File: config.mk
export PLATFORM = sky130hd
export DESIGN_NAME = kernel_cu
export DESIGN_NICKNAME = d
export VERILOG_FILES = /design/src/common/cu_pkg.sv /design/src/rtl/memory_port/packet_fifo.sv /design/src/rtl/memory_port/request_arbiter.sv /design/src/rtl/memory_port/response_router.sv /design/src/rtl/cu_control.sv /design/src/rtl/setup_reader.sv /design/src/rtl/vertex_engine.sv /design/src/rtl/kernel_cu.sv
export SDC_FILE = /design/constraint.sdc
export NUM_CORES = 1
export LEC_CHECK = 0
export BUFFER_PORTS_ARGS = -buffer_cell sky130_fd_sc_hd__buf_2
export CAP_MARGIN = 20
export CORE_ASPECT_RATIO = 2
export CORE_MARGIN = 3
export CORE_UTILIZATION = 62
export DETAILED_ROUTE_END_ITERATION = 6
export MAX_ROUTING_LAYER = met4
export PLACE_DENSITY = 0.79
export SYNTH_ARGS = -nofsm -noshare
export SYNTH_HDL_FRONTEND = slang
export SYNTH_SLANG_ARGS = --single-unit
File: constraint.sdc
create_clock -name ap_clk -period 10.18 [get_ports ap_clk]
set_input_delay 2.545 -clock ap_clk [delete_from_list [all_inputs] [get_ports ap_clk]]
set_output_delay 2.545 -clock ap_clk [all_outputs]
set_load 0.02 [all_outputs]
File: src/common/cu_pkg.sv
/*
  Compute unit package
  Sizes, memory map offsets and packet formats shared by the
  control block, both requestors and the memory port
*/
package cu_pkg;

  // --------------------
  // Sizes
  // --------------------
  localparam int ADDR_BITS         = 32;
  localparam int DATA_BITS         = 32;
  localparam int REQUESTOR_COUNT   = 2;
  localparam int REQUESTOR_ID_BITS = 1;

  // FIFO depths and almost-full margin
  localparam int REQUEST_FIFO_DEPTH      = 8;
  localparam int RESPONSE_FIFO_DEPTH     = 8;
  localparam int FIFO_ALMOST_FULL_MARGIN = 2;

  // Done must hold this long before the pulse
  localparam int DONE_HOLD_CYCLES = 16;
  localparam int HOLD_COUNT_BITS  = $clog2(DONE_HOLD_CYCLES + 1);

  // --------------------
  // Memory map
  // --------------------
  // Byte offsets from the descriptor base
  localparam int CONFIG_COUNT_OFFSET = 0;
  localparam int CONFIG_ARRAY_OFFSET = 4;
  localparam int RESULT_OFFSET       = 8;
  localparam int WORD_BYTES          = 4;

  // --------------------
  // Packets
  // --------------------
  typedef enum logic [0:0] {
    CMD_READ  = 1'b0,
    CMD_WRITE = 1'b1
  } mem_cmd_t;

  typedef logic [REQUESTOR_ID_BITS-1:0] requestor_id_t;

  // Requestor ids, also the arbiter slot of each requestor
  localparam requestor_id_t ID_SETUP  = 1'b0;
  localparam requestor_id_t ID_ENGINE = 1'b1;

  typedef struct packed {
    logic [ADDR_BITS-1:0] base_address;
  } descriptor_t;

  typedef struct packed {
    mem_cmd_t             cmd;
    requestor_id_t        id;
    logic [ADDR_BITS-1:0] address;
    // Ignored for reads
    logic [DATA_BITS-1:0] data;
  } mem_request_t;

  typedef struct packed {
    requestor_id_t        id;
    logic [DATA_BITS-1:0] data;
  } mem_response_t;

endpackage

File: src/rtl/memory_port/packet_fifo.sv
/*
  Packet FIFO
  Circular buffer for any packed payload, with show-ahead read data,
  an almost-full flag and a setup flag that covers reset
*/
`timescale 1ns/1ps

module packet_fifo #(
  parameter type payload_t = logic [31:0],
  parameter int  DEPTH     = 8
) (
  input  logic     ap_clk,
  input  logic     reset,
  input  payload_t write_data,
  input  logic     write_enable,
  input  logic     read_enable,
  output payload_t read_data,
  output logic     empty,
  output logic     almost_full,
  output logic     fifo_setup
);
  import cu_pkg::*;

  payload_t                     buffer [DEPTH];
  logic [$clog2(DEPTH)-1:0]     write_ptr;
  logic [$clog2(DEPTH)-1:0]     read_ptr;
  logic [$clog2(DEPTH+1)-1:0]   count;
  logic                         do_write;
  logic                         do_read;

  // Drop writes into a full buffer and reads from an empty one
  assign do_write = write_enable && (count != DEPTH);
  assign do_read  = read_enable && !empty;

  assign empty       = (count == 0);
  assign almost_full = (count >= DEPTH - FIFO_ALMOST_FULL_MARGIN);
  assign read_data   = buffer[read_ptr];

  always_ff @(posedge ap_clk) begin
    if (do_write) begin
      buffer[write_ptr] <= write_data;
    end
  end

  always_ff @(posedge ap_clk) begin
    if (reset) begin
      write_ptr  <= '0;
      read_ptr   <= '0;
      count      <= '0;
      fifo_setup <= 1'b1;
    end else begin
      fifo_setup <= 1'b0;
      if (do_write) begin
        write_ptr <= (write_ptr == DEPTH - 1) ? '0 : write_ptr + 1'b1;
      end
      if (do_read) begin
        read_ptr <= (read_ptr == DEPTH - 1) ? '0 : read_ptr + 1'b1;
      end
      // Occupancy follows the net change
      if (do_write && !do_read) begin
        count <= count + 1'b1;
      end else if (do_read && !do_write) begin
        count <= count - 1'b1;
      end
    end
  end

endmodule

File: src/rtl/memory_port/request_arbiter.sv
/*
  Request arbiter
  Round-robin grant between the requestors into the outgoing
  request FIFO, which drives the memory request port
*/
`timescale 1ns/1ps

module request_arbiter (
  input  logic                                       ap_clk,
  input  logic                                       reset_port,
  input  cu_pkg::mem_request_t                       requests [cu_pkg::REQUESTOR_COUNT],
  input  logic [cu_pkg::REQUESTOR_COUNT-1:0]         request_valids,
  output logic [cu_pkg::REQUESTOR_COUNT-1:0]         grants,
  output cu_pkg::mem_request_t                       mem_request_out,
  output logic                                       mem_request_valid,
  input  logic                                       mem_request_ready,
  output logic                                       empty,
  output logic                                       fifo_setup
);
  import cu_pkg::*;

  requestor_id_t rr_ptr;
  requestor_id_t grant_id;
  logic          found;
  logic          almost_full;

  // Search from the pointer, first valid requestor wins
  always_comb begin
    grants   = '0;
    grant_id = '0;
    found    = 1'b0;
    for (int i = 0; i < REQUESTOR_COUNT; i++) begin
      automatic int idx;
      idx = (int'(rr_ptr) + i) % REQUESTOR_COUNT;
      // No grant once the FIFO nears full
      if (!found && !almost_full && request_valids[idx]) begin
        grants[idx] = 1'b1;
        grant_id    = requestor_id_t'(idx);
        found       = 1'b1;
      end
    end
  end

  // Pointer moves past the last granted requestor
  always_ff @(posedge ap_clk) begin
    if (reset_port) begin
      rr_ptr <= '0;
    end else if (found) begin
      rr_ptr <= (grant_id == REQUESTOR_COUNT - 1) ? '0 : requestor_id_t'(grant_id + 1'b1);
    end
  end

  assign mem_request_valid = !empty;

  packet_fifo #(
    .payload_t (mem_request_t),
    .DEPTH     (REQUEST_FIFO_DEPTH)
  ) request_fifo_i (
    .ap_clk       (ap_clk),
    .reset        (reset_port),
    .write_data   (requests[grant_id]),
    .write_enable (found),
    .read_enable  (mem_request_ready),
    .read_data    (mem_request_out),
    .empty        (empty),
    .almost_full  (almost_full),
    .fifo_setup   (fifo_setup)
  );

endmodule

File: src/rtl/memory_port/response_router.sv
/*
  Response router
  Buffers incoming read responses and hands each one to the
  requestor named by its id
*/
`timescale 1ns/1ps

module response_router (
  input  logic                               ap_clk,
  input  logic                               reset_port,
  input  cu_pkg::mem_response_t              mem_response_in,
  input  logic                               mem_response_valid,
  output logic                               mem_response_ready,
  output cu_pkg::mem_response_t              response,
  output logic [cu_pkg::REQUESTOR_COUNT-1:0] response_valids,
  output logic                               empty,
  output logic                               fifo_setup
);
  import cu_pkg::*;

  mem_response_t fifo_data;
  logic          almost_full;

  // Back-pressure the memory before the buffer fills
  assign mem_response_ready = !almost_full;

  packet_fifo #(
    .payload_t (mem_response_t),
    .DEPTH     (RESPONSE_FIFO_DEPTH)
  ) response_fifo_i (
    .ap_clk       (ap_clk),
    .reset        (reset_port),
    .write_data   (mem_response_in),
    .write_enable (mem_response_valid && mem_response_ready),
    .read_enable  (1'b1),
    .read_data    (fifo_data),
    .empty        (empty),
    .almost_full  (almost_full),
    .fifo_setup   (fifo_setup)
  );

  // Requestors always accept, so pop every cycle
  always_ff @(posedge ap_clk) begin
    response <= fifo_data;
  end

  always_ff @(posedge ap_clk) begin
    if (reset_port) begin
      response_valids <= '0;
    end else begin
      response_valids <= '0;
      if (!empty) begin
        response_valids[fifo_data.id] <= 1'b1;
      end
    end
  end

endmodule

File: src/rtl/cu_control.sv
/*
  Compute unit control
  Per-block reset copies, the descriptor pipeline, setup flag
  combining and the done hold that ends a descriptor with a flush
*/
`timescale 1ns/1ps

module cu_control (
  input  logic                ap_clk,
  input  logic                areset_control,
  input  cu_pkg::descriptor_t descriptor_in,
  input  logic                descriptor_valid,
  input  logic                setup_done,
  input  logic                engine_done,
  // Request FIFO in bit 0, response FIFO in bit 1
  input  logic [1:0]          port_empty,
  input  logic [1:0]          port_fifo_setup,
  output cu_pkg::descriptor_t descriptor_out,
  output logic                descriptor_out_valid,
  output logic                reset_setup,
  output logic                reset_engine,
  output logic                reset_port,
  output logic                flush,
  output logic                fifo_setup_signal,
  output logic                done_out
);
  import cu_pkg::*;

  descriptor_t                descriptor_stage;
  logic                       descriptor_stage_valid;
  logic                       done_condition;
  logic [HOLD_COUNT_BITS-1:0] hold_count;

  // One registered reset copy per block
  always_ff @(posedge ap_clk) begin
    reset_setup  <= areset_control;
    reset_engine <= areset_control;
    reset_port   <= areset_control;
  end

  // --------------------
  // Descriptor pipeline
  // --------------------
  // Payload moves only with its valid, so the last descriptor stays put
  always_ff @(posedge ap_clk) begin
    if (descriptor_valid) begin
      descriptor_stage <= descriptor_in;
    end
    if (descriptor_stage_valid) begin
      descriptor_out <= descriptor_stage;
    end
  end

  always_ff @(posedge ap_clk) begin
    if (areset_control) begin
      descriptor_stage_valid <= 1'b0;
      descriptor_out_valid   <= 1'b0;
      fifo_setup_signal      <= 1'b1;
    end else begin
      descriptor_stage_valid <= descriptor_valid;
      descriptor_out_valid   <= descriptor_stage_valid;
      fifo_setup_signal      <= |port_fifo_setup;
    end
  end

  // --------------------
  // Done hold
  // --------------------
  // Registered condition of both requestors done and both FIFOs drained
  always_ff @(posedge ap_clk) begin
    if (areset_control) begin
      done_condition <= 1'b0;
      hold_count     <= '0;
      done_out       <= 1'b0;
      flush          <= 1'b0;
    end else begin
      done_condition <= setup_done && engine_done && (&port_empty);
      // Any break restarts the count, saturate after the pulse
      if (!done_condition) begin
        hold_count <= '0;
      end else if (hold_count != DONE_HOLD_CYCLES) begin
        hold_count <= hold_count + 1'b1;
      end
      done_out <= done_condition && (hold_count == DONE_HOLD_CYCLES - 1);
      flush    <= done_condition && (hold_count == DONE_HOLD_CYCLES - 1);
    end
  end

endmodule

File: src/rtl/setup_reader.sv
/*
  Setup reader
  Reads the vertex count and the vertex array address for a
  descriptor and passes them on to the vertex engine
*/
`timescale 1ns/1ps

module setup_reader (
  input  logic                                ap_clk,
  input  logic                                reset_setup,
  input  logic                                flush,
  input  cu_pkg::descriptor_t                 descriptor_in,
  input  logic                                descriptor_valid,
  output cu_pkg::mem_request_t                request,
  output logic                                request_valid,
  input  logic                                request_grant,
  input  cu_pkg::mem_response_t               response,
  input  logic                                response_valid,
  output logic [cu_pkg::DATA_BITS-1:0]        vertex_count,
  output logic [cu_pkg::ADDR_BITS-1:0]        array_address,
  output logic                                config_valid,
  output logic                                done
);
  import cu_pkg::*;

  typedef enum logic [1:0] {S_IDLE, S_ISSUE, S_WAIT, S_DONE} state_t;

  state_t state;
  logic   second_issued;
  logic   got_count;

  always_ff @(posedge ap_clk) begin
    if (reset_setup || flush) begin
      state         <= S_IDLE;
      request_valid <= 1'b0;
      second_issued <= 1'b0;
      got_count     <= 1'b0;
      config_valid  <= 1'b0;
      done          <= 1'b0;
    end else begin
      config_valid <= 1'b0;
      case (state)
        S_IDLE: if (descriptor_valid) begin
          // Count word first
          request.cmd     <= CMD_READ;
          request.id      <= ID_SETUP;
          request.address <= descriptor_in.base_address + CONFIG_COUNT_OFFSET;
          request.data    <= '0;
          request_valid   <= 1'b1;
          state           <= S_ISSUE;
        end
        S_ISSUE: if (request_grant) begin
          if (!second_issued) begin
            request.address <= descriptor_in.base_address + CONFIG_ARRAY_OFFSET;
            second_issued   <= 1'b1;
          end else begin
            request_valid <= 1'b0;
            state         <= S_WAIT;
          end
        end
        default: ;
      endcase
      // Responses come back in request order
      if (response_valid) begin
        if (!got_count) begin
          vertex_count <= response.data;
          got_count    <= 1'b1;
        end else begin
          array_address <= response.data;
          config_valid  <= 1'b1;
          done          <= 1'b1;
          state         <= S_DONE;
        end
      end
    end
  end

endmodule

File: src/rtl/vertex_engine.sv
/*
  Vertex engine
  Streams reads over the vertex array, sums the returned words
  and writes the sum to the result word of the descriptor
*/
`timescale 1ns/1ps

module vertex_engine (
  input  logic                         ap_clk,
  input  logic                         reset_engine,
  input  logic                         flush,
  input  logic [cu_pkg::ADDR_BITS-1:0] result_address,
  input  logic [cu_pkg::DATA_BITS-1:0] vertex_count,
  input  logic [cu_pkg::ADDR_BITS-1:0] array_address,
  input  logic                         config_valid,
  output cu_pkg::mem_request_t         request,
  output logic                         request_valid,
  input  logic                         request_grant,
  input  cu_pkg::mem_response_t        response,
  input  logic                         response_valid,
  output logic                         done
);
  import cu_pkg::*;

  typedef enum logic [1:0] {S_IDLE, S_READ, S_WRITE, S_DONE} state_t;

  state_t               state;
  logic [DATA_BITS-1:0] vertex_total;
  logic [DATA_BITS-1:0] issued_count;
  logic [DATA_BITS-1:0] received_count;
  logic [DATA_BITS-1:0] sum;

  always_ff @(posedge ap_clk) begin
    if (reset_engine || flush) begin
      state         <= S_IDLE;
      request_valid <= 1'b0;
      done          <= 1'b0;
    end else begin
      case (state)
        S_IDLE: if (config_valid) begin
          vertex_total    <= vertex_count;
          issued_count    <= '0;
          received_count  <= '0;
          sum             <= '0;
          request.id      <= ID_ENGINE;
          request.data    <= '0;
          request_valid   <= 1'b1;
          // Empty array goes straight to the write
          if (vertex_count == 0) begin
            request.cmd     <= CMD_WRITE;
            request.address <= result_address;
            state           <= S_WRITE;
          end else begin
            request.cmd     <= CMD_READ;
            request.address <= array_address;
            state           <= S_READ;
          end
        end
        S_READ: begin
          // Reads keep flowing while responses trickle back
          if (request_grant) begin
            issued_count    <= issued_count + 1'b1;
            request.address <= request.address + WORD_BYTES;
            if (issued_count + 1'b1 == vertex_total) begin
              request_valid <= 1'b0;
            end
          end
          if (response_valid) begin
            sum            <= sum + response.data;
            received_count <= received_count + 1'b1;
          end
          // All words summed, write back
          if (!request_valid && received_count == vertex_total) begin
            request.cmd     <= CMD_WRITE;
            request.address <= result_address;
            request.data    <= sum;
            request_valid   <= 1'b1;
            state           <= S_WRITE;
          end
        end
        S_WRITE: if (request_grant) begin
          request_valid <= 1'b0;
          done          <= 1'b1;
          state         <= S_DONE;
        end
        default: ;
      endcase
    end
  end

endmodule

File: src/rtl/kernel_cu.sv
/*
  Graph kernel compute unit
  Control block, setup reader and vertex engine sharing one
  memory port through a request arbiter and a response router
*/
`timescale 1ns/1ps

module kernel_cu (
  input  logic                  ap_clk,
  input  logic                  areset_control,
  input  cu_pkg::descriptor_t   descriptor_in,
  input  logic                  descriptor_valid,
  output cu_pkg::mem_request_t  mem_request_out,
  output logic                  mem_request_valid,
  input  logic                  mem_request_ready,
  input  cu_pkg::mem_response_t mem_response_in,
  input  logic                  mem_response_valid,
  output logic                  mem_response_ready,
  output logic                  fifo_setup_signal,
  output logic                  done_out
);
  import cu_pkg::*;

  logic                       reset_setup;
  logic                       reset_engine;
  logic                       reset_port;
  logic                       flush;
  descriptor_t                descriptor;
  logic                       descriptor_valid_int;
  mem_request_t               requests [REQUESTOR_COUNT];
  logic [REQUESTOR_COUNT-1:0] request_valids;
  logic [REQUESTOR_COUNT-1:0] grants;
  mem_response_t              response;
  logic [REQUESTOR_COUNT-1:0] response_valids;
  logic [1:0]                 port_empty;
  logic [1:0]                 port_fifo_setup;
  logic                       setup_done;
  logic                       engine_done;
  logic [DATA_BITS-1:0]       vertex_count;
  logic [ADDR_BITS-1:0]       array_address;
  logic                       config_valid;

  cu_control control_i (
    .ap_clk, .areset_control, .descriptor_in, .descriptor_valid,
    .setup_done, .engine_done, .port_empty, .port_fifo_setup,
    .descriptor_out       (descriptor),
    .descriptor_out_valid (descriptor_valid_int),
    .reset_setup, .reset_engine, .reset_port, .flush,
    .fifo_setup_signal, .done_out
  );

  // --------------------
  // Requestors
  // --------------------
  setup_reader setup_i (
    .ap_clk, .reset_setup, .flush,
    .descriptor_in    (descriptor),
    .descriptor_valid (descriptor_valid_int),
    .request          (requests[ID_SETUP]),
    .request_valid    (request_valids[ID_SETUP]),
    .request_grant    (grants[ID_SETUP]),
    .response, .response_valid (response_valids[ID_SETUP]),
    .vertex_count, .array_address, .config_valid,
    .done             (setup_done)
  );

  vertex_engine engine_i (
    .ap_clk, .reset_engine, .flush,
    .result_address (descriptor.base_address + RESULT_OFFSET),
    .vertex_count, .array_address, .config_valid,
    .request        (requests[ID_ENGINE]),
    .request_valid  (request_valids[ID_ENGINE]),
    .request_grant  (grants[ID_ENGINE]),
    .response, .response_valid (response_valids[ID_ENGINE]),
    .done           (engine_done)
  );

  // --------------------
  // Memory port
  // --------------------
  request_arbiter arbiter_i (
    .ap_clk, .reset_port, .requests, .request_valids, .grants,
    .mem_request_out, .mem_request_valid, .mem_request_ready,
    .empty      (port_empty[0]),
    .fifo_setup (port_fifo_setup[0])
  );

  response_router router_i (
    .ap_clk, .reset_port, .mem_response_in, .mem_response_valid,
    .mem_response_ready, .response, .response_valids,
    .empty      (port_empty[1]),
    .fifo_setup (port_fifo_setup[1])
  );

endmodule

==> Yosys cells after proc, flatten, opt, wreduce, memory -nomap -nowiden <==
Memory sizes are Yosys's and may differ from the RTL's. A register that Yosys moved wholly into a read port is not among the register bits.
Index checks and enable logic that the tools add are counted.
W data, S select, Z words.
{ "totals": {"wordCells": 232, "ramBits": 792, "in_bits": 70, "n_memories": 2, "ff_bits": 431, "out_inout_bits": 70} }
{ "memory_table": {"columns": ["memory", "words", "word_bits", "read_ports", "rd_clocked_by_memory_dff", "write_ports", "line_no", "rtl"], "rows": [
  ["arbiter_i.request_fifo_i.buffer", 8, 66, 1, 1, 1, "packet_fifo.sv:24", "payload_t buffer [DEPTH];"],
  ["router_i.response_fifo_i.buffer", 8, 33, 1, 1, 1, "packet_fifo.sv:24", null]
]} }
{ "classes": {"order_cmp": 9, "addsub": 17, "muxes": 79, "n_reduce_logical": 56, "n_eq_ne": 24, "bitwise_logic": 7} }
{ "op_table": {"columns": ["op", "count"], "rows": [
  ["$mux W66", 4],
  ["$mux W32", 8],
  ["$pmux W32 S2", 4],
  ["$mux W64", 2],
  ["$pmux W64 S2", 1],
  ["$add A32 B1 Y32 const B", 2],
  ["$add A32 B3 Y32 const B", 2],
  ["$eq A32 B32 Y1", 2],
  ["$add A32 B32 Y32", 1],
  ["$add A32 B4 Y32 const B", 1],
  ["$logic_not A32 Y1", 1],
  ["$mux W1", 29],
  ["$mux W3", 8],
  ["$reduce_and A4 Y1", 6],
  ["$mux W2", 11],
  ["$logic_and A1 B1 Y1", 18],
  ["$mux W4", 4],
  ["$add A3 B1 Y3 const B", 4],
  ["$eq A3 B3 Y1 const B", 4],
  ["$ne A2 B1 Y1 const B", 6],
  ["$reduce_and A5 Y1", 2],
  ["$logic_not A1 Y1", 9],
  ["$reduce_and A3 Y1", 3],
  ["$add A4 B1 Y4 const B", 2],
  ["other kinds (32)", 58]
]} }

==> Logic depth before layout (Yosys ltp) <==
Gate-level depths: netlist (run 1).
{ "logic_depth": {"ltp_word": 13, "mapped_depth": 11, "depth_no_buf": 11} }

==> Hierarchy <==
A second synthesis (run 1) with hierarchy kept.
{ "unflattened": {"cells_unflattened": 3015, "hier_area_um2": 51760.9} }
{ "modules_own_cells": {"columns": ["mod", "seq_area_each_um2", "n_inst", "area_per_inst_um2", "cells_per_inst"], "rows": [
  ["packet_fifo at arbiter_i.request_fifo_i", 16135.5, 1, 20505.9, 840],
  ["vertex_engine", 5875.6, 1, 11917.7, 1158],
  ["packet_fifo at router_i.response_fifo_i", 8207.9, 1, 10606.4, 457],
  ["setup_reader", 3022.9, 1, 4018.9, 245],
  ["cu_control", 2142.1, 1, 2377.3, 108],
  ["request_arbiter", 20.0, 1, 994.7, 85],
  ["response_router", 700.7, 1, 737.0, 40],
  ["kernel_cu", 0.0, 1, 603.1, 82]
]} }

==> Worst setup path after synthesis (run 1) <==
OpenSTA, ideal clock, no wires.
{ "synth_timing": {"path_kind": "register to register", "startpoint": "reg arbiter_i.request_fifo_i.count[1]", "endpoint": "mem arbiter_i.request_fifo_i.buffer[4][0] (netlist name), enable pin", "arrival_time_ns": 7.641, "period_less_slack_ns": 8.317, "n_path_buf": 0, "t_required_ns": 9.504, "setup_ns": 0.676, "path_slack_ns": 1.863, "path_stages_with_launch": 4, "path_cell_list": "dfxtp_1 -> a21oi_1 -> o21ai_1 -> nor4b_1"} }
{ "synth_via": {"elab_chain_cells": 11, "word_cells_on_any_way": 12, "cone_classes": "order compare: 1; eq/ne: 1; mux: 4; reduce/logical: 6"} }
{ "synth_lines": {"columns": ["element", "line_no", "rtl"], "rows": [
  ["start: declaration", "packet_fifo.sv:27", "logic [$clog2(DEPTH+1)-1:0] count;"],
  ["start signal: assignment", "packet_fifo.sv:61", "count <= count + 1'b1;"],
  ["start signal: assignment", "packet_fifo.sv:63", "count <= count - 1'b1;"],
  ["$ge A4 B3 Y1", "packet_fifo.sv:36", "assign almost_full = (count >= DEPTH - FIFO_ALMOST_FULL_MARGIN);"],
  ["$logic_not A1 Y1", "request_arbiter.sv:36", "if (!found && !almost_full && request_valids[idx]) begin"],
  ["$logic_and A1 B1 Y1", "request_arbiter.sv:36", null],
  ["$mux W1", "request_arbiter.sv:36", null],
  ["$logic_not A1 Y1", "request_arbiter.sv:36", null],
  ["$logic_and A1 B1 Y1 (2 in series)", "request_arbiter.sv:36", null],
  ["$mux W1", "request_arbiter.sv:36", null],
  ["$logic_and A1 B1 Y1 *", "packet_fifo.sv:32", "assign do_write = write_enable && (count != DEPTH);"],
  ["$mux W1 *", "packet_fifo.sv:40", "if (do_write) begin"],
  ["$mux W1 (implied by the code) *", "packet_fifo.sv:41", "buffer[write_ptr] <= write_data;"],
  ["end: declaration", "packet_fifo.sv:24", null]
]} }
Mark *: on every way between the ends. The rest lies on a longest branch, timed or not.

==> tab_implementation.tex, run 1 <==
\begin{tabular}{lr}
\hline
Metric & Value \\
\hline
\multicolumn{2}{l}{\textbf{Status}} \\
\quad Status & finished clean \\
\multicolumn{2}{l}{\textbf{Timing}} \\
\quad Crit path time final & around 6.2 ns \\
\quad Final Hold Viols & 0 \\
\quad Worst setup slack after layout & around 4.0 ns \\
\quad Max Freq & between 0.15 and 0.2 GHz \\
\quad Max-slew violation count & 0 \\
\quad Worst Tran Pin Value & around 1.1 ns \\
\quad Worst hold margin & around 0.41 ns \\
\quad Max-slew headroom & slightly below 30\% \\
\quad Post-route clock period utilization & about three fifths \\
\quad Total Negative Setup Slacks & 0 ns \\
\quad Count of final setup violators & 0 \\
\quad Clock Skew & between 0.04 and 0.05 ns \\
\quad RSZ-0062 raised after global routing & no \\
\multicolumn{2}{l}{\textbf{Clock network}} \\
\quad Clock tree root buffer cell & sky130\_fd\_sc\_hd\_\_clkbuf\_16 \\
\quad Clock-pin slew of the registers on the worst-case setup and hold paths & 0.07 ns \\
\quad Number of buffers inserted by hold repair at cts & 0 \\
\quad Num CTS Buffers & 96 \\
\quad Max H-tree Level & 3 \\
\quad Buffers from clock root to sink, at most & 3 \\
\quad Latest clock arrival within the worst-skew pair & $\sim$0.7 ns \\
\quad Post-cts resize count & 0 \\
\quad TritonCTS clock tree & built \\
\quad Clock sinks & around 1200 \\
\quad Post-CTS setup buffer count & 0 \\
\multicolumn{2}{l}{\textbf{Drt}} \\
\quad Total length of routed wires & between 100 and 150 mm \\
\quad Drt pass-1 iters & 5 \\
\quad DR iter-0 viols & between 2000 and 2500 \\
\quad Routed wire length on met3 & 6.41 mm \\
\quad Uppermost layer routed & met4 \\
\quad Drt drc & 0 \\
\quad Detailed-route wire length per cell & around 27 um \\
\quad Vias & 27300 \\
\quad Wl on met1 & between 40 and 50 mm \\
\quad Post-route antenna net violation count & 0 \\
\quad Met2 wire length & approximately 63 mm \\
\quad Post-detailed-route via-to-cell ratio & between 6 and 7 \\
\multicolumn{2}{l}{\textbf{Logic synthesis}} \\
\quad EDFF count, synth & between 1000 and 1500 \\
\quad Number of cells produced by synthesis & about 3000 \\
\quad Netlist Area Pre-Place & 0.0507 sq mm \\
\quad Distinct cells, synth & 66 \\
\quad Largest cells by area after synthesis & sky130\_fd\_sc\_hd\_\_edfxtp\_1, sky130\_fd\_sc\_hd\_\_mux4\_2, sky130\_fd\_sc\_hd\_\_dfxtp\_1, sky130\_fd\_sc\_hd\_\_mux2\_2, sky130\_fd\_sc\_hd\_\_xor2\_1 \\
\quad Net Count, Synth & around 3200 \\
\quad Share of Yosys cell area claimed by the top area cell type & slightly below 70\% \\
\quad Post-synth top area cell & sky130\_fd\_sc\_hd\_\_edfxtp\_1 \\
\quad Sequential fraction of the synthesis area & between 70\% and 80\% \\
\quad Mapped Avg Cell Area & about 17 sq um \\
\quad Yosys warning count & 0 \\
\quad Top flip-flop cell by instance count after synthesis & sky130\_fd\_sc\_hd\_\_edfxtp\_1 \\
\quad Number of register bits inferred by synthesis & around 1200 \\
\quad Share of async-settable or async-resettable flops after synthesis & 0\% \\
\multicolumn{2}{l}{\textbf{Final layout}} \\
\quad Highest-count cells in the layout ignoring fill and taps & sky130\_fd\_sc\_hd\_\_edfxtp\_1, sky130\_fd\_sc\_hd\_\_nand2\_1, sky130\_fd\_sc\_hd\_\_mux4\_2 \\
\quad Commonest non-fill, non-tap cell in the layout & sky130\_fd\_sc\_hd\_\_edfxtp\_1 \\
\quad Share of post-route cells with drive strength above 1 & approximately 21\% \\
\quad Final net count & 3323 \\
\quad Post-synthesis to final-layout area growth & 10.7\% \\
\quad Layout Cells excl Fill & 4322 \\
\multicolumn{2}{l}{\textbf{GRT}} \\
\quad Via count of the first global-routing pass & 28800 \\
\quad Initial antenna violation count & 1 \\
\quad First-pass GRT wire length & around 180 mm \\
\quad Overall routing resource usage & between 20\% and 30\% \\
\quad Maximum number of pins on one net before global-route repair & 103 \\
\quad Total congestion overflow after global routing & 0 \\
\multicolumn{2}{l}{\textbf{Critical path}} \\
\quad CP Launch Type & flip-flop \\
\quad Start of the worst register-to-register path & engine\_i.issued\_count[8]\$\_SDFFCE\_PN0P\_ \\
\quad Sequence of cells on the critical path & buf\_4 > mux4\_2 > mux2\_2 > buf\_2 \\
\quad Buffers plus inverters on the worst setup path & 2 \\
\quad Crit Reg-Reg Endpoint & engine\_i.request\_valid\$\_SDFFE\_PN0P\_ \\
\quad Slowest CP cell & sky130\_fd\_sc\_hd\_\_dfxtp\_4 \\
\quad Crit-path max cell delay & about 0.96 ns \\
\quad Critical path's top delay family & buffers and inverters \\
\quad Category of the critical setup timing path & reg2out \\
\quad Required time of the worst setup path & 7.64 ns \\
\quad Crit end category & primary output \\
\quad R2r worst-path depth & 8 \\
\quad Setup slack of the worst register-to-register path & around 6.1 ns \\
\quad Largest fanout on the critical path & 68 \\
\quad WP data arrival & $\sim$3.6 ns \\
\multicolumn{2}{l}{\textbf{Floorplan}} \\
\quad Core Box Area & slightly above 0.08 sq mm \\
\quad Number of rows created at floorplan & $\sim$150 \\
\quad Die Y-Extent & 410 um \\
\quad Die area & about 0.085 sq mm \\
\quad Width of the die & $\sim$210 um \\
\quad Count of boundary I/O pins & between 100 and 150 \\
\quad Starting density of the core & a little over three fifths \\
\multicolumn{2}{l}{\textbf{Place}} \\
\quad Final GP Congestion & 0.976 \\
\quad Instance count after placement with tap cells included & about 4100 \\
\quad Pre-CTS setup slack & 4.83 ns \\
\quad Count of buffers inserted at the top-level ports & 139 \\
\quad HPWL Detailed & about 76 mm \\
\multicolumn{2}{l}{\textbf{Power}} \\
\quad Cell leakage power & approximately 18 nW \\
\quad Peak supply drop & 0.247 mV \\
\quad Total power per unit cell area & 249 mW/mm\^{}2 \\
\multicolumn{2}{l}{\textbf{Min path}} \\
\quad HP Start & control\_i.descriptor\_stage[19]\$\_DFFE\_PP\_ \\
\quad Hold/Removal Path Class & reg2reg \\
\quad End of the worst hold path & control\_i.descriptor\_out[19]\$\_DFFE\_PP\_ \\
\quad Worst hold path depth & 0 \\
\multicolumn{2}{l}{\textbf{Flow run}} \\
\quad Max-cap check violation count & 0 \\
\hline
\end{tabular}
per-stage QoR:
stage / area, sq um / total power (W) / utilization, %
after floorplan: 50700 / 0.00903 / -
after global placement: 52700 / 0.00998 / 65.4
after detailed placement: 52700 / 0.0101 / 65.4
after CTS: 56000 / 0.0140 / 69.5
after global routing: 56100 / 0.0145 / 69.6
final: 56100 / 0.0140 / 69.6
report_power, final:
part           switching [W]  internal (W)  leakage [nW]
clock network        0.00174       0.00218          1.60
registers           0.000511       0.00627          11.2
logic                0.00191       0.00135          5.57
total                0.00416       0.00980          18.4
flip-flops by register name (all words and copies together), names as in the netlist, 32 cells and up, named ones only:
register,flops
arbiter_i.request_fifo_i.buffer,528
control_i.descriptor_out,32
control_i.descriptor_stage,32
engine_i.issued_count,32
engine_i.received_count,32
engine_i.request,65
engine_i.sum,32
engine_i.vertex_total,32
router_i.response,32
router_i.response_fifo_i.buffer,264
setup_i.array_address,32
setup_i.request,32
setup_i.vertex_count,32
synth_stat cells (10+ instances only):
| cell type | count |
|---|---|
| sky130_fd_sc_hd__nand2b_1 | 12 |
| sky130_fd_sc_hd__nor2_1 | 179 |
| sky130_fd_sc_hd__edfxtp_1 | 1145 |
| sky130_fd_sc_hd__and4_1 | 12 |
| sky130_fd_sc_hd__or3_1 | 21 |
| sky130_fd_sc_hd__mux2_2 | 101 |
| sky130_fd_sc_hd__o21ai_0 | 43 |
| sky130_fd_sc_hd__dfxtp_1 | 84 |
| sky130_fd_sc_hd__a211oi_1 | 12 |
| sky130_fd_sc_hd__ha_1 | 55 |
| sky130_fd_sc_hd__o221ai_1 | 21 |
| sky130_fd_sc_hd__a21o_1 | 12 |
| sky130_fd_sc_hd__nand2_1 | 218 |
| sky130_fd_sc_hd__or4_1 | 13 |
| sky130_fd_sc_hd__buf_1 | 25 |
| sky130_fd_sc_hd__and3_1 | 16 |
| sky130_fd_sc_hd__and2_1 | 85 |
| sky130_fd_sc_hd__nor4_1 | 39 |
| sky130_fd_sc_hd__xor2_1 | 106 |
| sky130_fd_sc_hd__mux4_2 | 198 |
| sky130_fd_sc_hd__nand3_1 | 64 |
| sky130_fd_sc_hd__nand4_1 | 43 |
| sky130_fd_sc_hd__nor3b_1 | 14 |
| sky130_fd_sc_hd__nor2b_1 | 20 |
| sky130_fd_sc_hd__mux2i_1 | 14 |
| sky130_fd_sc_hd__or2_2 | 10 |
| sky130_fd_sc_hd__nor3_1 | 57 |
| sky130_fd_sc_hd__xnor2_1 | 98 |
| sky130_fd_sc_hd__a21oi_1 | 83 |
| sky130_fd_sc_hd__inv_1 | 52 |
| sky130_fd_sc_hd__clkbuf_1 | 99 |
cell type report:
type	count	area, sq um
timing repair buffer	191	1110
fill	5015	24500
antenna	2	5.00
tap	1043	1310
sequential	1229	36100
multi-input combinational	1625	14100
clock buffer	120	2590
inverter	53	199
clock inverter	59	712
metal layers:
| layer | GRT usage, % | vias up |
|---|---|---|
| met5 | - | - |
| met4 | 15.0 | 0 |
| met3 | 3.46 | 254 |
| met2 | 50.2 | 1094 |
| met1 | 32.1 | 13800 |
| li1 | - | 12100 |
how the worst max path moves through the flow:
| stage | startpoint | to | slack (ns) | cells past startpoint |
|---|---|---|---|---|
| finish | flip-flop | mem_request_out[50] | 4.03 | 4 |
| global route | flip-flop | mem_request_out[38] | 3.94 | 4 |
| CTS | flip-flop | mem_request_out[55] | 4.04 | 4 |
| detailed placement | flip-flop | mem_request_out[37] | 4.83 | 4 |
| global placement | flip-flop | mem_request_out[55] | 4.91 | 4 |
| floorplan | arbiter_i.request_fifo_i.count[1]$_SDFFE_PP0P_ | arbiter_i.request_fifo_i.buffer[4][0]$_DFFE_PP_ | 1.86 | 3 |
logic make-up after synthesis:
| group | Yosys count | synth area share (%) |
|---|---|---|
| AND/OR/NAND/NOR | 811 | 7.93 |
| XOR/XNOR | 209 | 3.75 |
| multiplexers | 313 | 11.3 |
| buffers and inverters | 180 | 1.35 |
| AO/OA/AOI/OAI | 235 | 3.01 |
| flip-flops | 1229 | 71.2 |
| adder cells (fa/ha/maj) | 57 | 1.44 |
worst register-to-register path, stage by stage (launching register included):
cell,delay [ns]
sky130_fd_sc_hd__edfxtp_1,0.54
sky130_fd_sc_hd__nand4_1,0.51
sky130_fd_sc_hd__or4_1,0.90
sky130_fd_sc_hd__or3_1,0.53
sky130_fd_sc_hd__a31oi_1,0.31
sky130_fd_sc_hd__nand4_1,0.17
sky130_fd_sc_hd__or4_1,0.44
sky130_fd_sc_hd__nor4_1,0.46
sky130_fd_sc_hd__nor2_1,0.07
No activity file was read; power rests on OpenSTA's default activity.
==> run 2, diff against run 1 <==
- CORE_UTILIZATION: 62 -> 56
- PLACE_DENSITY: 0.79 -> 0.76
- clock period: 10.18 -> 5.35 ns (I/O delays scaled with it)
==> run 2 against run 1 <==
  * Combinational power up 93%
  * Global-route usage down 2.4 points
  * Critical path depth unchanged
  * Largest power group unchanged
  * Largest cell class unchanged
  * Clock power up 110%
  * Highest routed layer unchanged
  * Core utilization down 6.2 points
==> tab_implementation.tex, run 2 (synthesized netlist as in run 1, its figures left out) <==
\begin{tabular}{lr}
\hline
Metric & Value \\
\hline
\multicolumn{2}{l}{\textbf{Timing}} \\
\quad Max-slew violation count & 0 \\
\quad Total Negative Setup Slacks & 0 ns \\
\quad Post-route clock period utilization & 80.1\% \\
\quad Max Freq & approximately 0.23 GHz \\
\quad Crit path time final & approximately 4.3 ns \\
\quad Clock Skew & roughly 0.024 ns \\
\quad Final Hold Viols & 0 \\
\quad RSZ-0062 raised after global routing & no \\
\quad Max-slew headroom & approximately 28\% \\
\quad Count of final setup violators & 0 \\
\quad Worst Tran Pin Value & between 1 and 1.5 ns \\
\multicolumn{2}{l}{\textbf{Critical path}} \\
\quad Crit end category & primary output \\
\quad Crit-path max cell delay & 0.76 ns \\
\quad Setup slack of the worst register-to-register path & around 1.8 ns \\
\quad Worst path depth & 4 \\
\quad Critical path's top delay family & multiplexers \\
\quad CP Launch Type & flip-flop \\
\quad Slowest CP cell & sky130\_fd\_sc\_hd\_\_dfxtp\_4 \\
\quad Crit Reg-Reg Endpoint & engine\_i.request\_valid\$\_SDFFE\_PN0P\_ \\
\quad Sequence of cells on the critical path & buf\_4 > mux4\_2 > mux2\_2 > buf\_2 \\
\quad Largest fanout on the critical path & 31 \\
\quad WP data arrival & about 3 ns \\
\quad R2r worst-path depth & 8 \\
\quad Buffers plus inverters on the worst setup path & 2 \\
\quad Required time of the worst setup path & 4.01 ns \\
\quad Category of the critical setup timing path & reg2out \\
\quad Start of the worst register-to-register path & engine\_i.issued\_count[6]\$\_SDFFCE\_PN0P\_ \\
\multicolumn{2}{l}{\textbf{Floorplan}} \\
\quad Die area & roughly 0.094 sq mm \\
\quad Die Y-Extent & 431 um \\
\quad Count of boundary I/O pins & 140 \\
\quad Core Box Area & just under 0.09 sq mm \\
\quad Starting density of the core & around 57\% \\
\quad Number of rows created at floorplan & 155 \\
\quad Width of the die & roughly 220 um \\
\multicolumn{2}{l}{\textbf{Min path}} \\
\quad End of the worst hold path & control\_i.descriptor\_out[28]\$\_DFFE\_PP\_ \\
\quad HP Start & control\_i.descriptor\_stage[28]\$\_DFFE\_PP\_ \\
\quad Worst hold path depth & 0 \\
\quad Hold/Removal Path Class & reg2reg \\
\multicolumn{2}{l}{\textbf{Clock network}} \\
\quad TritonCTS clock tree & built \\
\quad Clock-pin slew of the registers on the worst-case setup and hold paths & $\sim$0.07 ns \\
\quad Num CTS Buffers & 100 \\
\quad Number of buffers inserted by hold repair at cts & 0 \\
\quad Post-CTS setup buffer count & 0 \\
\quad Latest clock arrival within the worst-skew pair & about 0.71 ns \\
\quad Clock sinks & approximately 1200 \\
\quad Post-cts resize count & 0 \\
\quad Max H-tree Level & 3 \\
\quad Buffers from clock root to sink, at most & 3 \\
\quad Clock tree root buffer cell & sky130\_fd\_sc\_hd\_\_clkbuf\_16 \\
\multicolumn{2}{l}{\textbf{GRT}} \\
\quad Initial antenna violation count & 5 \\
\quad Overall routing resource usage & between 20\% and 30\% \\
\quad Via count of the first global-routing pass & between 20000 and 30000 \\
\quad Total congestion overflow after global routing & 0 \\
\quad Maximum number of pins on one net before global-route repair & 73 \\
\quad First-pass GRT wire length & 177 mm \\
\multicolumn{2}{l}{\textbf{Power}} \\
\quad Peak supply drop & approximately 0.35 mV \\
\quad Clock network fraction of total power & roughly 30\% \\
\quad Sequential group share of total power & 47.4\% \\
\quad Total power per unit cell area & around 480 mW/mm\^{}2 \\
\quad Proportion of power drawn by combinational gates & 23.1\% \\
\quad Switching Fraction & between 20\% and 30\% \\
\quad Internal power summed over all cells & 0.0191 W \\
\quad Switching power & between 0.008 and 0.009 W \\
\quad Total power of the final layout & roughly 0.027 W \\
\quad Cell leakage power & $\sim$19 nW \\
\multicolumn{2}{l}{\textbf{Flow run}} \\
\quad Max-cap check violation count & 0 \\
\multicolumn{2}{l}{\textbf{Drt}} \\
\quad Detailed-route wire length per cell & approximately 26 um \\
\quad Post-route antenna net violation count & 0 \\
\quad Post-detailed-route via-to-cell ratio & a little over 6 \\
\quad Drt drc & 0 \\
\quad DR iter-0 viols & between 2000 and 2500 \\
\quad Total length of routed wires & roughly 120 mm \\
\quad Vias & about 27000 \\
\quad Drt pass-1 iters & 6 \\
\multicolumn{2}{l}{\textbf{Place}} \\
\quad Placed inst area & 0.0530 sq mm \\
\quad Instance count after placement with tap cells included & around 4300 \\
\quad Count of buffers inserted at the top-level ports & 139 \\
\quad HPWL Detailed & slightly below 80 mm \\
\quad Final GP Congestion & 0.970 \\
\multicolumn{2}{l}{\textbf{Status}} \\
\quad Status & finished clean \\
\multicolumn{2}{l}{\textbf{Final layout}} \\
\quad Register containing the most flip-flops in the final layout & arbiter\_i.request\_fifo\_i.buffer \\
\quad Max reg flops & 528 \\
\quad Design area & between 0.05 and 0.06 sq mm \\
\quad Final Util & around 63\% \\
\quad Highest-count cells in the layout ignoring fill and taps & sky130\_fd\_sc\_hd\_\_edfxtp\_1, sky130\_fd\_sc\_hd\_\_nand2\_1, sky130\_fd\_sc\_hd\_\_mux4\_2 \\
\quad Final net count & between 3000 and 4000 \\
\quad Layout Cells excl Fill & around 4500 \\
\quad Share of post-route cells with drive strength above 1 & about 21\% \\
\quad Regs by FF count & arbiter\_i.request\_fifo\_i.buffer (528), router\_i.response\_fifo\_i.buffer (264), engine\_i.request (65) \\
\quad Commonest non-fill, non-tap cell in the layout & sky130\_fd\_sc\_hd\_\_edfxtp\_1 \\
\quad Post-synthesis to final-layout area growth & 12.0\% \\
\hline
\end{tabular}
==> run 2: worst max-delay path by stage <==
stage | from | end | slack, ns
6_report | flip-flop | mem_request_out[33] | 1.06
5_1_grt | flip-flop | mem_request_out[33] | 0.89
4_1_cts | flip-flop | mem_request_out[33] | 0.95
3_5_place_dp | mem_response_valid | router_i.response_fifo_i.buffer[7][7]$_DFFE_PP_ | 1.70
3_3_place_gp | mem_response_valid | router_i.response_fifo_i.buffer[7][6]$_DFFE_PP_ | 1.76
2_1_floorplan | arbiter_i.request_fifo_i.count[1]$_SDFFE_PP0P_ | arbiter_i.request_fifo_i.buffer[5][0]$_DFFE_PP_ | -1.19
==> run 2: final cells by class <==
type / count / area [sq um]
fill: 6127 / 32700
tap: 1177 / 1470
antenna: 5 / 12.5
inverter: 53 / 199
clock buffer: 126 / 2750
clock inverter: 63 / 905
multi-input combinational: 1625 / 14100
timing repair buffer: 195 / 1220
sequential: 1229 / 36100
==> run 2: routing by layer <==
layer,track usage [%],up-vias,wire length (um)
met5,-,-,0
met4,13.2,0,6480
met3,3.13,296,5950
met2,46.6,976,64900
met1,29.0,13900,41100
li1,-,12100,-
==> run 2: worst reg2reg max path, stage by stage (launching register included) <==
cell,delay (ns)
sky130_fd_sc_hd__edfxtp_1,0.46
sky130_fd_sc_hd__nand4_1,0.41
sky130_fd_sc_hd__or4_1,0.85
sky130_fd_sc_hd__or3_1,0.53
sky130_fd_sc_hd__a31oi_1,0.21
sky130_fd_sc_hd__nand4_1,0.11
sky130_fd_sc_hd__or4_1,0.42
sky130_fd_sc_hd__nor4_1,0.37
sky130_fd_sc_hd__nor2_1,0.08
==> run 2: power groups by stage <==
stage	sequential (W)	clock [W]	combinational (W)
after floorplan	0.0125	0	0.00467
after global placement	0.0131	0	0.00604
after detailed placement	0.0131	0	0.00625
after CTS	0.0129	0.00815	0.00633
after global routing	0.0130	0.00846	0.00683
final	0.0129	0.00802	0.00630
==> run 2: stage by stage <==
| step | worst slack (ns) | hold WS, ns |
|---|---|---|
| after floorplan | -1.19 | 0.329 |
| final | 1.06 | 0.410 |
| after CTS | 0.953 | 0.408 |
| after global routing | 0.888 | 0.423 |
| after detailed placement | 1.70 | 0.405 |
| after global placement | 1.76 | 0.402 |
==> run 3, diff against run 2 <==
- CORE_UTILIZATION: 56 -> 62
- PLACE_DENSITY: 0.76 -> 0.79
- clock period: 5.35 -> 4.4 ns (I/O delays scaled with it)
==> run 3 against run 2 <==
  * Wire length rose by 2.0%
  * Clock-buffer cell count is 8 lower
  * Power increased by 19%
  * Register-to-register slack lost 0.88 ns
  * Worst hold slack better by 0.0058 ns
  * Sequential cell count unchanged
  * Global-route usage grew 3.1 points
  * Cell area fell by 0.49%
  * Non-clock buffer count is 19 higher
  * Critical path type unchanged
  * Largest cell class unchanged
==> tab_implementation.tex, run 3 (synthesized netlist as in run 1, its figures left out) <==
\begin{tabular}{lr}
\hline
Metric & Value \\
\hline
\multicolumn{2}{l}{\textbf{GRT}} \\
\quad Overall routing resource usage & between 20\% and 30\% \\
\quad First-pass GRT wire length & $\sim$180 mm \\
\quad Via count of the first global-routing pass & $\sim$29000 \\
\quad Total congestion overflow after global routing & 0 \\
\quad Initial antenna violation count & 4 \\
\quad Maximum number of pins on one net before global-route repair & 67 \\
\multicolumn{2}{l}{\textbf{Clock network}} \\
\quad Post-cts resize count & 0 \\
\quad TritonCTS clock tree & built \\
\quad Clock tree root buffer cell & sky130\_fd\_sc\_hd\_\_clkbuf\_16 \\
\quad Post-CTS setup buffer count & 0 \\
\quad Clock sinks & 1229 \\
\quad Latest clock arrival within the worst-skew pair & roughly 0.7 ns \\
\quad Number of buffers inserted by hold repair at cts & 0 \\
\quad Max H-tree Level & 3 \\
\quad Clock-pin slew of the registers on the worst-case setup and hold paths & around 0.070 ns \\
\quad Num CTS Buffers & between 90 and 100 \\
\quad Buffers from clock root to sink, at most & 3 \\
\multicolumn{2}{l}{\textbf{Floorplan}} \\
\quad Width of the die & roughly 210 um \\
\quad Core Box Area & 0.0806 sq mm \\
\quad Starting density of the core & about 63\% \\
\quad Die Y-Extent & between 400 and 500 um \\
\quad Count of boundary I/O pins & 140 \\
\quad Die area & 0.0854 sq mm \\
\quad Number of rows created at floorplan & around 150 \\
\multicolumn{2}{l}{\textbf{Power}} \\
\quad Clock network fraction of total power & $\sim$28\% \\
\quad Switching Fraction & about 30\% \\
\quad Switching power & just under 0.01 W \\
\quad Internal power summed over all cells & 0.0227 W \\
\quad Proportion of power drawn by combinational gates & between 20\% and 30\% \\
\quad Peak supply drop & 0.515 mV \\
\quad Sequential group share of total power & between 40\% and 50\% \\
\quad Cell leakage power & 18.5 nW \\
\quad Total power per unit cell area & between 500 and 600 mW/mm\^{}2 \\
\multicolumn{2}{l}{\textbf{Place}} \\
\quad Final GP Congestion & roughly 0.96 \\
\quad Placed inst area & 0.0531 sq mm \\
\quad Count of buffers inserted at the top-level ports & between 100 and 150 \\
\quad HPWL Detailed & between 70 and 80 mm \\
\multicolumn{2}{l}{\textbf{Critical path}} \\
\quad Category of the critical setup timing path & reg2out \\
\quad Required time of the worst setup path & approximately 3.3 ns \\
\quad Start of the worst register-to-register path & engine\_i.issued\_count[6]\$\_SDFFCE\_PN0P\_ \\
\quad Crit end category & primary output \\
\quad Largest fanout on the critical path & 32 \\
\quad Buffers plus inverters on the worst setup path & 2 \\
\quad CP Launch Type & flip-flop \\
\quad Critical path's top delay family & multiplexers \\
\quad Slowest CP cell & sky130\_fd\_sc\_hd\_\_dfxtp\_4 \\
\quad Crit-path max cell delay & around 0.64 ns \\
\quad WP data arrival & between 2 and 3 ns \\
\quad Sequence of cells on the critical path & buf\_12 > mux4\_2 > mux2\_2 > buf\_2 \\
\multicolumn{2}{l}{\textbf{Final layout}} \\
\quad Share of post-route cells with drive strength above 1 & approximately 21\% \\
\quad Regs by FF count & arbiter\_i.request\_fifo\_i.buffer (528), router\_i.response\_fifo\_i.buffer (264), engine\_i.request (65) \\
\quad Highest-count cells in the layout ignoring fill and taps & sky130\_fd\_sc\_hd\_\_edfxtp\_1, sky130\_fd\_sc\_hd\_\_nand2\_1, sky130\_fd\_sc\_hd\_\_mux4\_2 \\
\quad Post-synthesis to final-layout area growth & 11.4\% \\
\quad Max reg flops & between 500 and 600 \\
\quad Final net count & 3347 \\
\quad Register containing the most flip-flops in the final layout & arbiter\_i.request\_fifo\_i.buffer \\
\quad Commonest non-fill, non-tap cell in the layout & sky130\_fd\_sc\_hd\_\_edfxtp\_1 \\
\quad Design area & 0.0564 sq mm \\
\multicolumn{2}{l}{\textbf{Timing}} \\
\quad Final Hold Viols & 0 \\
\quad RSZ-0062 raised after global routing & no \\
\quad Worst Tran Pin Value & $\sim$1.1 ns \\
\quad Max-slew headroom & between 20\% and 30\% \\
\quad Max Freq & between 0.2 and 0.3 GHz \\
\quad Post-route clock period utilization & between 80\% and 90\% \\
\quad Count of final setup violators & 0 \\
\quad Crit path time final & 3.85 ns \\
\quad Worst hold margin & slightly above 0.4 ns \\
\quad Max-slew violation count & 0 \\
\quad Clock Skew & 0.0512 ns \\
\multicolumn{2}{l}{\textbf{Drt}} \\
\quad Total length of routed wires & 121 mm \\
\quad Post-route antenna net violation count & 0 \\
\quad Drt pass-1 iters & 5 \\
\quad Post-detailed-route via-to-cell ratio & roughly 6.4 \\
\quad DR iter-0 viols & $\sim$2300 \\
\quad Drt drc & 0 \\
\quad Detailed-route wire length per cell & $\sim$28 um \\
\quad Vias & around 28000 \\
\multicolumn{2}{l}{\textbf{Flow run}} \\
\quad Max-cap check violation count & 0 \\
\multicolumn{2}{l}{\textbf{Status}} \\
\quad Status & finished clean \\
\multicolumn{2}{l}{\textbf{Min path}} \\
\quad HP Start & control\_i.descriptor\_stage[17]\$\_DFFE\_PP\_ \\
\quad Hold/Removal Path Class & reg2reg \\
\hline
\end{tabular}
## run 3: path summary, 6_finish.rpt
path | to | slack, ns | cells after the start
max | mem_request_out[18] | 0.55 | 4
min | control_i.descriptor_out[17]$_DFFE_PP_ | 0.42 | 0
max reg2reg | engine_i.request_valid$_SDFFE_PN0P_ | 0.92 | 8
min reg2reg | control_i.descriptor_out[17]$_DFFE_PP_ | 0.42 | 0
## run 3: final cells by class
cell class	instances	area (sq um)
diodes	5	12.5
clock buffers	118	2590
clock inverters	62	717
fillers	4970	24100
inverters	53	199
multi-input cells	1625	14100
flip-flops and latches	1229	36100
well taps	1043	1310
repair buffers	214	1450
## run 3: per-stage QoR
| stage | power [W] | util (%) | TNS [ns] | cells | setup slack (ns) |
|---|---|---|---|---|---|
| floorplan | 0.0209 | - | -691.84 | 3034 | -2.14 |
| global placement | 0.0232 | 65.9 | 0 | 4163 | 0.977 |
| detailed placement | 0.0236 | 65.9 | 0 | 4163 | 0.885 |
| CTS | 0.0327 | 70.0 | 0 | 4343 | 0.492 |
| global route | 0.0338 | 70.0 | 0 | 4348 | 0.448 |
| finish | 0.0325 | 70.0 | 0 | 4349 | 0.554 |
## run 3: layer usage
metal / wire length (um) / global-route usage [%] / up-vias
li1: - / - / 12100
met1: 41600 / 33.0 / 14000
met2: 64700 / 51.2 / 1218
met3: 6980 / 3.34 / 347
met4: 7500 / 15.9 / 0
met5: 0 / - / -
## run 3: power by group through the flow
stage                     clock network (W)  registers, W  logic [W]
final                               0.00913        0.0157    0.00771
after global placement                    0        0.0158    0.00736
after detailed placement                  0        0.0159    0.00762
after global routing                0.00964        0.0158    0.00835
after floorplan                           0        0.0152    0.00568
after CTS                           0.00924        0.0157    0.00774
